[config.mk]
export PLATFORM = sky130hd
export DESIGN_NAME = coreSlice
export DESIGN_NICKNAME = d
export VERILOG_FILES = /design/src/design/rvPkg.sv /design/src/design/aluUnit.sv /design/src/design/coreSlice.sv /design/src/design/instrDecoder.sv /design/src/design/regFile.sv /design/src/design/writebackStage.sv
export SDC_FILE = /design/constraint.sdc
export NUM_CORES = 2
export LEC_CHECK = 0
export ABC_AREA = 0
export CAP_MARGIN = 10
export CORE_UTILIZATION = 49
export CTS_CLUSTER_DIAMETER = 30
export DETAILED_ROUTE_END_ITERATION = 7
export DONT_BUFFER_PORTS = 1
export GPL_ROUTABILITY_DRIVEN = 0
export SKIP_CTS_REPAIR_TIMING = 1
export SLEW_MARGIN = 20
export SYNTH_ARGS = -nofsm -noshare
export SYNTH_HDL_FRONTEND = slang
export SYNTH_SLANG_ARGS = --single-unit
[constraint.sdc]
create_clock -name clk -period 47.5 [get_ports clk]
set_input_delay 11.875 -clock clk [delete_from_list [all_inputs] [get_ports clk]]
set_output_delay 11.875 -clock clk [all_outputs]
set_load 0.05 [all_outputs]
[src/design/rvPkg.sv]
package rvPkg;

    // Architectural sizes fixed by RV32I
    localparam int XLEN = 32;
    localparam int REG_COUNT = 32;

    // ADDI x0, x0, 0
    localparam logic [31:0] NOP_INSTR = 32'h0000_0013;

    // Branch conditions carried in funct3
    localparam logic [2:0] F3_BEQ = 3'b000;
    localparam logic [2:0] F3_BNE = 3'b001;
    localparam logic [2:0] F3_BLT = 3'b100;
    localparam logic [2:0] F3_BGE = 3'b101;
    localparam logic [2:0] F3_BLTU = 3'b110;
    localparam logic [2:0] F3_BGEU = 3'b111;

    // Major opcodes, low two bits always 11
    typedef enum logic [6:0] {
        LUI    = 7'b0110111,
        AUIPC  = 7'b0010111,
        JAL    = 7'b1101111,
        JALR   = 7'b1100111,
        BRANCH = 7'b1100011,
        LOAD   = 7'b0000011,
        STORE  = 7'b0100011,
        OPIMM  = 7'b0010011,
        OP     = 7'b0110011
    } opcodeE;

    // ALU operations, AND at zero so a cleared control word is still a member
    typedef enum logic [3:0] {
        AND   = 4'd0,
        OR    = 4'd1,
        XOR   = 4'd2,
        ADD   = 4'd3,
        SUB   = 4'd4,
        SLL   = 4'd5,
        SRL   = 4'd6,
        SRA   = 4'd7,
        SLT   = 4'd8,
        SLTU  = 4'd9,
        PASSB = 4'd10
    } aluOpE;

    // Decoded control word
    typedef struct packed {
        logic  regWrite;
        logic  memRead;
        logic  memWrite;
        logic  aluSrcImm;   // B operand from immediate
        logic  aluSrcPc;    // A operand from PC
        logic  isBranch;
        logic  isJal;
        logic  isJalr;
        aluOpE aluOp;
    } ctrlT;

    // Everything downstream needs from decode
    typedef struct packed {
        ctrlT        ctrl;
        logic [4:0]  rd;
        logic [4:0]  rs1;
        logic [4:0]  rs2;
        logic [2:0]  funct3;
        logic [31:0] imm;
        logic [31:0] pc;
        logic        illegal;
    } decodedT;

    typedef struct packed {
        logic        valid;
        logic [4:0]  rd;
        logic [31:0] data;
    } wbT;

    typedef struct packed {
        logic        taken;
        logic [31:0] target;
    } branchT;

    typedef struct packed {
        logic        read;
        logic        write;
        logic [31:0] addr;
        logic [31:0] wdata;
    } memReqT;

endpackage

[src/design/aluUnit.sv]
`timescale 1ns/1ps

module aluUnit (
    input  rvPkg::decodedT         dec,
    input  logic [rvPkg::XLEN-1:0] rsData1,
    input  logic [rvPkg::XLEN-1:0] rsData2,
    output logic [rvPkg::XLEN-1:0] aluResult
);
    import rvPkg::*;

    logic [XLEN-1:0] opA;
    logic [XLEN-1:0] opB;
    logic [4:0]      shamt;

    // Operand A: PC for AUIPC and JAL
    assign opA = dec.ctrl.aluSrcPc ? dec.pc : rsData1;

    // Operand B: immediate for everything but OP and branches
    assign opB = dec.ctrl.aluSrcImm ? dec.imm : rsData2;

    // Shift amount from low bits of B
    assign shamt = opB[4:0];

    always_comb
    begin
        case (dec.ctrl.aluOp)
            AND:
                aluResult = opA & opB;
            OR:
                aluResult = opA | opB;
            XOR:
                aluResult = opA ^ opB;
            ADD:
                aluResult = opA + opB;
            SUB:
                aluResult = opA - opB;
            SLL:
                aluResult = opA << shamt;
            SRL:
                aluResult = opA >> shamt;
            SRA:
                aluResult = $unsigned($signed(opA) >>> shamt);
            SLT:
                aluResult = {{(XLEN-1){1'b0}}, $signed(opA) < $signed(opB)};
            SLTU:
                aluResult = {{(XLEN-1){1'b0}}, opA < opB};
            PASSB:
                aluResult = opB;    // LUI
            default:
                aluResult = '0;
        endcase
    end

endmodule

[src/design/coreSlice.sv]
`timescale 1ns/1ps

module coreSlice (
    input  logic                   clk,
    input  logic                   rst,
    input  logic [31:0]            instr,
    input  logic [31:0]            instrPc,
    input  logic [rvPkg::XLEN-1:0] loadData,
    output rvPkg::memReqT          memReq,
    output rvPkg::wbT              wb,
    output rvPkg::branchT          branch,
    output logic                   illegal
);
    import rvPkg::*;

    decodedT         dec;
    logic [XLEN-1:0] rsData1;
    logic [XLEN-1:0] rsData2;
    logic [XLEN-1:0] aluResult;

    // Stage 1: instruction register and decode
    instrDecoder decoder0 (
        .clk     (clk),
        .rst     (rst),
        .instr   (instr),
        .instrPc (instrPc),
        .dec     (dec)
    );

    // Write port fed back from the registered write-back
    // so instruction k+1 sees the result of k
    regFile regFile0 (
        .clk     (clk),
        .rst     (rst),
        .rs1     (dec.rs1),
        .rs2     (dec.rs2),
        .rsData1 (rsData1),
        .rsData2 (rsData2),
        .wbIn    (wb)
    );

    aluUnit alu0 (
        .dec       (dec),
        .rsData1   (rsData1),
        .rsData2   (rsData2),
        .aluResult (aluResult)
    );

    // Stage 2: result select, branch resolve, output registers
    writebackStage writeback0 (
        .clk       (clk),
        .rst       (rst),
        .dec       (dec),
        .rsData1   (rsData1),
        .rsData2   (rsData2),
        .aluResult (aluResult),
        .loadData  (loadData),
        .wb        (wb),
        .branch    (branch),
        .illegal   (illegal)
    );

    // Data memory request, one cycle after the instruction
    // Address is the ALU sum rs1 + imm, store data from rs2
    assign memReq = '{
        read:  dec.ctrl.memRead,
        write: dec.ctrl.memWrite,
        addr:  aluResult,
        wdata: rsData2
    };

endmodule

[src/design/instrDecoder.sv]
`timescale 1ns/1ps

module instrDecoder (
    input  logic           clk,
    input  logic           rst,
    input  logic [31:0]    instr,
    input  logic [31:0]    instrPc,
    output rvPkg::decodedT dec
);
    import rvPkg::*;

    logic [31:0] instrQ;
    logic [31:0] pcQ;
    opcodeE      opcode;
    logic [2:0]  funct3;
    logic [6:0]  funct7;
    ctrlT        ctrl;
    logic [31:0] imm;
    logic        illegal;

    // Shared funct3 to ALU op mapping for OP and OPIMM
    // alt is instruction bit 30, selects SUB or SRA
    function automatic aluOpE mapAluOp(input logic [2:0] f3, input logic alt, input logic isReg);
        aluOpE op;
        case (f3)
            3'b000:  op = (alt && isReg) ? SUB : ADD;
            3'b001:  op = SLL;
            3'b010:  op = SLT;
            3'b011:  op = SLTU;
            3'b100:  op = XOR;
            3'b101:  op = alt ? SRA : SRL;
            3'b110:  op = OR;
            default: op = AND;
        endcase
        return op;
    endfunction

    // Instruction register, NOP after reset
    always_ff @(posedge clk or posedge rst)
    begin
        if (rst)
        begin
            instrQ <= NOP_INSTR;
            pcQ <= '0;
        end
        else
        begin
            instrQ <= instr;
            pcQ <= instrPc;
        end
    end

    // Fixed instruction fields
    assign opcode = opcodeE'(instrQ[6:0]);
    assign funct3 = instrQ[14:12];
    assign funct7 = instrQ[31:25];

    always_comb
    begin
        ctrl = '0;
        imm = '0;
        illegal = 1'b0;
        case (opcode)
            LUI:
            begin
                ctrl.regWrite = 1'b1;
                ctrl.aluSrcImm = 1'b1;
                ctrl.aluOp = PASSB;
                imm = {instrQ[31:12], 12'b0};
            end
            AUIPC:
            begin
                ctrl.regWrite = 1'b1;
                ctrl.aluSrcImm = 1'b1;
                ctrl.aluSrcPc = 1'b1;
                ctrl.aluOp = ADD;
                imm = {instrQ[31:12], 12'b0};
            end
            JAL:
            begin
                ctrl.regWrite = 1'b1;
                ctrl.isJal = 1'b1;
                ctrl.aluSrcImm = 1'b1;
                ctrl.aluSrcPc = 1'b1;
                ctrl.aluOp = ADD;
                imm = {{11{instrQ[31]}}, instrQ[31], instrQ[19:12], instrQ[20],
                       instrQ[30:21], 1'b0};
            end
            JALR:
            begin
                // Target comes from the ALU sum rs1 + imm
                ctrl.regWrite = 1'b1;
                ctrl.isJalr = 1'b1;
                ctrl.aluSrcImm = 1'b1;
                ctrl.aluOp = ADD;
                imm = {{20{instrQ[31]}}, instrQ[31:20]};
            end
            BRANCH:
            begin
                ctrl.isBranch = 1'b1;
                ctrl.aluOp = SUB;
                imm = {{19{instrQ[31]}}, instrQ[31], instrQ[7], instrQ[30:25],
                       instrQ[11:8], 1'b0};
            end
            LOAD:
            begin
                ctrl.regWrite = 1'b1;
                ctrl.memRead = 1'b1;
                ctrl.aluSrcImm = 1'b1;
                ctrl.aluOp = ADD;
                imm = {{20{instrQ[31]}}, instrQ[31:20]};
            end
            STORE:
            begin
                ctrl.memWrite = 1'b1;
                ctrl.aluSrcImm = 1'b1;
                ctrl.aluOp = ADD;
                imm = {{20{instrQ[31]}}, instrQ[31:25], instrQ[11:7]};
            end
            OPIMM:
            begin
                ctrl.regWrite = 1'b1;
                ctrl.aluSrcImm = 1'b1;
                ctrl.aluOp = mapAluOp(funct3, instrQ[30], 1'b0);
                imm = {{20{instrQ[31]}}, instrQ[31:20]};
            end
            OP:
            begin
                // Only 0000000, or 0100000 with ADD/SR slots, are defined
                if (funct7 == 7'b0000000 ||
                    (funct7 == 7'b0100000 && (funct3 == 3'b000 || funct3 == 3'b101)))
                begin
                    ctrl.regWrite = 1'b1;
                    ctrl.aluOp = mapAluOp(funct3, instrQ[30], 1'b1);
                end
                else
                begin
                    illegal = 1'b1;
                end
            end
            default:
            begin
                illegal = 1'b1;
            end
        endcase
    end

    assign dec = '{
        ctrl:    ctrl,
        rd:      instrQ[11:7],
        rs1:     instrQ[19:15],
        rs2:     instrQ[24:20],
        funct3:  funct3,
        imm:     imm,
        pc:      pcQ,
        illegal: illegal
    };

endmodule

[src/design/regFile.sv]
`timescale 1ns/1ps

module regFile (
    input  logic                   clk,
    input  logic                   rst,
    input  logic [4:0]             rs1,
    input  logic [4:0]             rs2,
    output logic [rvPkg::XLEN-1:0] rsData1,
    output logic [rvPkg::XLEN-1:0] rsData2,
    input  rvPkg::wbT              wbIn
);
    import rvPkg::*;

    logic [XLEN-1:0] regs [REG_COUNT];

    // Whole file cleared on reset
    // Writes to x0 are dropped
    always_ff @(posedge clk or posedge rst)
    begin
        if (rst)
        begin
            for (int i = 0; i < REG_COUNT; i++)
            begin
                regs[i] <= '0;
            end
        end
        else if (wbIn.valid && wbIn.rd != 5'd0)
        begin
            regs[wbIn.rd] <= wbIn.data;
        end
    end

    // Combinational reads
    // x0 forced to zero regardless of array contents
    // Result of the instruction just ahead comes straight from wbIn,
    // the array only takes it at the following edge
    assign rsData1 = (rs1 == 5'd0) ? '0 :
                     (wbIn.valid && wbIn.rd == rs1) ? wbIn.data : regs[rs1];
    assign rsData2 = (rs2 == 5'd0) ? '0 :
                     (wbIn.valid && wbIn.rd == rs2) ? wbIn.data : regs[rs2];

endmodule

[src/design/writebackStage.sv]
`timescale 1ns/1ps

module writebackStage (
    input  logic                   clk,
    input  logic                   rst,
    input  rvPkg::decodedT         dec,
    input  logic [rvPkg::XLEN-1:0] rsData1,
    input  logic [rvPkg::XLEN-1:0] rsData2,
    input  logic [rvPkg::XLEN-1:0] aluResult,
    input  logic [rvPkg::XLEN-1:0] loadData,
    output rvPkg::wbT              wb,
    output rvPkg::branchT          branch,
    output logic                   illegal
);
    import rvPkg::*;

    logic            isEq;
    logic            isLt;
    logic            isLtu;
    logic            condMet;
    logic            takenNext;
    logic [XLEN-1:0] targetNext;
    logic [XLEN-1:0] linkData;
    logic [XLEN-1:0] wbDataNext;
    logic            wbValidQ;
    logic [4:0]      wbRdQ;
    logic [XLEN-1:0] wbDataQ;
    logic            takenQ;
    logic [XLEN-1:0] targetQ;
    logic            illegalQ;

    // Comparisons for the six branch conditions
    assign isEq = (rsData1 == rsData2);
    assign isLt = ($signed(rsData1) < $signed(rsData2));
    assign isLtu = (rsData1 < rsData2);

    always_comb
    begin
        case (dec.funct3)
            F3_BEQ:  condMet = isEq;
            F3_BNE:  condMet = !isEq;
            F3_BLT:  condMet = isLt;
            F3_BGE:  condMet = !isLt;
            F3_BLTU: condMet = isLtu;
            F3_BGEU: condMet = !isLtu;
            default: condMet = 1'b0;    // 010 and 011 never taken
        endcase
    end

    assign takenNext = (dec.ctrl.isBranch && condMet) || dec.ctrl.isJal || dec.ctrl.isJalr;

    // JALR clears bit 0 of rs1 + imm, others are PC relative
    assign targetNext = dec.ctrl.isJalr ? {aluResult[XLEN-1:1], 1'b0} : dec.pc + dec.imm;

    // Return address for jumps
    assign linkData = dec.pc + 32'd4;

    assign wbDataNext = dec.ctrl.memRead ? loadData :
                        (dec.ctrl.isJal || dec.ctrl.isJalr) ? linkData : aluResult;

    // Strobes, cleared on reset
    always_ff @(posedge clk or posedge rst)
    begin
        if (rst)
        begin
            wbValidQ <= 1'b0;
            takenQ <= 1'b0;
            illegalQ <= 1'b0;
        end
        else
        begin
            wbValidQ <= dec.ctrl.regWrite;
            takenQ <= takenNext;
            illegalQ <= dec.illegal;
        end
    end

    // Write-back payload and branch target
    always_ff @(posedge clk)
    begin
        wbRdQ <= dec.rd;
        wbDataQ <= wbDataNext;
        targetQ <= targetNext;
    end

    assign wb = '{valid: wbValidQ, rd: wbRdQ, data: wbDataQ};
    assign branch = '{taken: takenQ, target: targetQ};
    assign illegal = illegalQ;

endmodule

## Yosys cells after proc, flatten, opt, wreduce, memory -nomap -nowiden

Index checks and enable logic that the tools add are counted.
W data, S select, Z words.

- Equality and inequality tests: 30
- Bitwise operators: 6
- Muxes and demuxes: 38
- Order comparisons: 8
- Reduce and logical (&&, ||, !) cells: 27
- Add/sub/neg operators: 4
- Shift operators: 3

Operator list:

| operator | number |
|---|---|
| $bwmux W1024 | 1 |
| $mux W32 | 14 |
| $pmux W32 S11 | 1 |
| $bmux W32 S5 | 2 |
| $demux W32 S5 | 1 |
| $pmux W32 S5 | 1 |
| $lt A32 B32 Y1 | 4 |
| $add A32 B32 Y32 | 2 |
| $pmux W4 S7 | 2 |
| $add A32 B3 Y32 const B | 1 |
| $and A32 B32 Y32 | 1 |
| $eq A32 B32 Y1 | 1 |
| $or A32 B32 Y32 | 1 |
| $shl A32 B5 Y32 | 1 |
| $shr A32 B5 Y32 | 1 |
| $sshr A32 B5 Y32 | 1 |
| $sub A32 B32 Y32 | 1 |
| $xor A32 B32 Y32 | 1 |
| $eq A7 B6 Y1 const B | 4 |
| $eq A7 B7 Y1 const B | 3 |
| $pmux W4 S5 | 1 |
| $ge A6 B6 Y1 const B | 3 |
| $not A5 Y6 | 3 |
| $eq A4 B3 Y1 const B | 4 |
| 29 further kinds | 61 |

- Flip-flop bits (word level): 1,160
- Output and inout bits: 138
- Input bits: 98

## Longest topological paths before layout

- Word-level depth: 12
- Mapped depth: 31
- Gate-level depth less buffers: 22

## Hierarchy

A second synthesis with hierarchy kept.

- Cell total of the unflattened synthesis: 6,181
- Area, all modules: 72,567.1 um^2

By module, submodules not included:

| module | area an instance (um^2) | cells each | seq. area each (um^2) | instances |
|---|---|---|---|---|
| regFile | 55,150.4 | 3,814 | 25,624.6 | 1 |
| aluUnit | 9,412.8 | 1,460 | 0.0 | 1 |
| writebackStage | 5,480.3 | 691 | 1,456.4 | 1 |
| instrDecoder | 2,523.7 | 216 | 1,605.3 | 1 |

## Least setup slack after synthesis

OpenSTA, ideal clock, no wires.

- Path type: reg-to-output
- From: reg decoder0.instrQ[21]
- To: out memReq[62] in the netlist's numbering
- Setup slack: 28.377 ns
- Arrival time: 7.248 ns
- Stages on the path, launching flop included: 28
- Path through: dfrtp_1 -> buf_4 -> buf_6 -> buf_4 -> buf_4 -> buf_2 -> buf_4 -> buf_2 -> buf_2 -> buf_2 -> mux4_2 -> mux4_2 -> mux2i_1 -> a211oi_1 -> inv_1 -> o21ai_0 -> ha_1 -> clkbuf_1 -> a21o_1 -> a211oi_1 -> a31oi_1 -> nor4b_1 -> o41ai_1 -> o41a_1 -> or4_1 -> o2111ai_1 -> o31ai_1 -> o211ai_1

RTL lines:

| item | line | text |
|---|---|---|
| start, declared | instrDecoder.sv:12 | `logic [31:0] instrQ;` |
| start signal, assigned | instrDecoder.sv:48 | `instrQ <= instr;` |
| end, declared | coreSlice.sv:9 | `output rvPkg::memReqT memReq,` |

==> metrics.md <==
| Metric | Value |
|---|---|
| Synth Area in Compound Gates | `a little under an eighth` |
| CTS clk-pin slew, worst paths | `approximately 40 ps` |
| Initial antenna violation count | `27` |
| Worst endpoint required time | `~36,000 ps` |
| DRT iter0 DRCs | `8,316` |
| Clock Tree Root | `clkbuf_16` |
| Num CTS Buffers | `about 300` |
| Core region area | `150,000 µm²` |
| Drt wl/cell | `about 35 µm` |
| EDFF count, synth | `0` |
| CTS Sinks | `between 1,000 and 1,500` |
| Post-Place Cell Area | `about 76,000 µm²` |
| Final setup TNS | `0 ps` |
| Critical path endpoint category | `output pin` |
| Chip width | `just under 400 µm` |
| Worst vdd ir | `around 0.041 mV` |
| #FFs+latches synth | `roughly 1,200` |
| Leading cell type in the layout, fill and taps excluded | `dfrtp_1` |
| Startpoint types | `flip-flop` |
| Final hold vios | `0` |
| Critical path peak fanout | `46` |
| Critical path class | `flip-flop to output pin` |
| Slew Limit Fails | `0` |
| Global route total overflow | `0` |
| Clock Latency Late Sink | `roughly 920 ps` |
| Skew final | `roughly 62 ps` |
| Hold Path End | `regFile0.regs[1015]$_DFFE_PP0P_` |
| Multiplexer area fraction after synthesis | `between 30% and 40%` |
| First-pass GRT wire length | `432,000 µm` |
| Adder-cell area share of the yosys netlist | `2.89%` |
| Clk buf depth | `4` |
| Worst Hold Depth | `0` |
| Minimum clock period | `roughly 22,000 ps` |
| Post-synthesis sequential area ratio | `about two fifths` |
| Slew headroom | `between 10% and 20%` |
| Total GRT Usage | `about 39%` |
| Num rows | `about 140` |
| Vias | `approximately 60,000` |
| Dominant synthesized flop cell | `dfrtp_1` |
| Crit Reg-Reg Startpoint | `decoder0.instrQ[21]$_DFF_PP0_` |
| Largest net degree at the start of global routing | `about 170` |
| Highest Clock Rate | `roughly 0.046 GHz` |
| Mapped Cells | `6,330` |
| Post-place setup slack | `between 20,000 and 30,000 ps` |
| R2R cell count | `23` |
| CTS tree | `built` |
| Ports | `236` |
| Largest family of logic cells by synthesized area | `multiplexers` |
| Most frequent cells in the layout | `1,078 x dfrtp_1, 1,034 x mux2_2, 409 x mux4_2` |
| DRC violations left | `17` |
| Area grow syn2layout | `16.4%` |
| Synth async-reset ratio | `around 94%` |
| Failing checks | `design-rule violations` |
| Netlist cell types | `about 120` |
| Period Utilization, post-route | `46.2%` |
| Min-delay worst type | `flip-flop to flip-flop` |
| Mapped Nets | `around 6,600` |
| FF-to-FF setup slack | `37,720 ps` |
| Vias in the first global route | `58,600` |
| Outcome | `finished with violations` |
| 1st-pass router iterations | `8` |
| Chip height | `390 µm` |
| Cell area after layout | `86,000 µm²` |
| Synth Area in Simple Gates | `under 10%` |
| Number of max-cap violations | `0` |
| Power Density | `about 41 nW/µm²` |
| Routed wire length | `between 300,000 and 400,000 µm` |
| Final ANT Viol Nets | `0` |
| Leak pwr | `about 40 nW` |
| CP arrival | `between 10,000 and 15,000 ps` |
| Die area | `152,000 µm²` |
| Vias/cell | `between 7 and 8` |
| Syn avg cell area | `about 12 µm²` |
| Nets | `6,532` |
| R2R Path End | `writeback0.wbDataQ[21]$_DFF_P_` |
| Worst Slack Setup Final | `~26,000 ps` |
| Hold path start | `regFile0.regs[1015]$_DFFE_PP0P_` |
| Power, Total | `approximately 3.5 mW` |
| CTS HTree Levels | `5` |
| Share of layout cells above drive strength 1 | `between 30% and 40%` |
| RSZ-0062 raised after global routing | `no` |
| Slew @ Worst Pin | `1320 ps` |
| Xor/xnor share of the synthesized area | `0.783%` |
| Final setup fails | `0` |
| Number of port buffers | `0` |
| Yosys warns | `0` |
| Initial core utilization | `between 40% and 50%` |
| FILL cells | `about 12,000` |
| Final core occ | `a little under three fifths` |
| HPWL after DPL | `196,000 µm` |
| Post-Syn Area | `between 70,000 and 80,000 µm²` |
[metrics by stage]
step           cells  hold slack [ps]
3_5_place_dp    7981              384
2_1_floorplan   6330              348
4_1_cts         8499              395
6_report        8507              395
3_3_place_gp    7981              378
5_1_grt         8499              401
[power by group]
| group | internal, mW | switching [mW] | leakage, nW | total (mW) |
|---|---|---|---|---|
| sequential | 1.01 | 0.0565 | 15.6 | 1.07 |
| combinational | 0.126 | 0.275 | 18.7 | 0.401 |
| clock | 1.44 | 0.621 | 4.94 | 2.06 |
[worst max-delay path, cell delays in order (launching register included)]
cell	delay (ps)
dfrtp_4	1000
buf_4	620
buf_4	590
mux4_2	310
mux4_2	240
mux2i_1	190
nor2_1	160
a21oi_1	50
nor2_1	940
inv_1	180
o21ai_0	820
ha_1	460
nor4_1	500
nor3b_1	250
o211ai_1	160
a31oi_1	590
a41oi_1	290
a21oi_1	400
a41o_1	230
a21oi_1	80
a22oi_1	190
a21boi_0	110
or3_1	680
[synth_stat cells, drive strengths merged, types with 59 or more instances]
master | number | share of area, %
o22ai | 71 | 0.61
mux4 | 409 | 12
nor3 | 98 | 0.67
nand2 | 273 | 1.4
o211ai | 71 | 0.72
clkbuf | 333 | 1.7
inv | 157 | 0.81
nor2 | 284 | 1.4
dfrtp | 1088 | 37
a22oi | 179 | 1.8
a211oi | 59 | 0.63
a21oi | 271 | 1.9
buf | 271 | 2.3
ha | 166 | 2.8
mux2 | 1037 | 16
dfxtp | 69 | 1.9
nand3 | 139 | 0.94
o21ai | 183 | 1.2
mux2i | 396 | 5.4
[sequential cells by signal, indices dropped and copies added, names as in the netlist]
name,cells
writeback0.illegal,1
writeback0.takenQ,1
decoder0.instrQ,32
decoder0.pcQ,32
writeback0.wbDataQ,32
writeback0.wbValidQ,1
regFile0.regs,1024
writeback0.targetQ,32
writeback0.wbRdQ,5
[area by class of cell]
type | instances | area, µm² | area share, %
flip-flops and latches | 1160 | 28800 | 33.4
inverters | 160 | 616 | 0.716
clock inverters | 122 | 1690 | 1.97
clock buffers | 396 | 8450 | 9.83
well taps | 2016 | 2520 | 2.93
diodes | 8 | 20.0 | 0.0233
multi-input cells | 4406 | 42000 | 48.9
repair buffers | 239 | 1870 | 2.18
[kinds of logic (layout without fill, tap and decap cells)]
family                   Yosys count  count (layout)
flip-flops                      1160            1160
AND/OR/NAND/NOR                 1081            1081
AO/OA/AOI/OAI                   1248            1248
adder cells (fa/ha/maj)          169             169
XOR/XNOR                          66              66
multiplexers                    1842            1842
other                              0               8
buffers and inverters            764             917
[worst max path at each step]
stage | startpoint | end | slack, ps
after floorplan | rst | decoder0.instrQ[10]$_DFF_PP0_ | 4910
after global placement | decoder0.instrQ[20]$_DFF_PP0_ | memReq[52] | 26820
after detailed placement | decoder0.instrQ[20]$_DFF_PP0_ | memReq[52] | 26750
after CTS | decoder0.instrQ[20]$_DFF_PP0_ | memReq[52] | 25780
after global routing | decoder0.instrQ[20]$_DFF_PP0_ | memReq[63] | 25180
final | decoder0.instrQ[21]$_DFF_PP0_ | memReq[63] | 25550
[layer usage]
metal  vias to the layer above  wire, µm  global-route usage [%]
met5                         -       193                       0
met4                        25     21500                    23.5
met3                      1080     40300                    14.7
met2                      4201    126000                    55.8
met1                     30800    114000                    50.8
li1                      24100         -                       -
(Power assumes the default switching activity.)
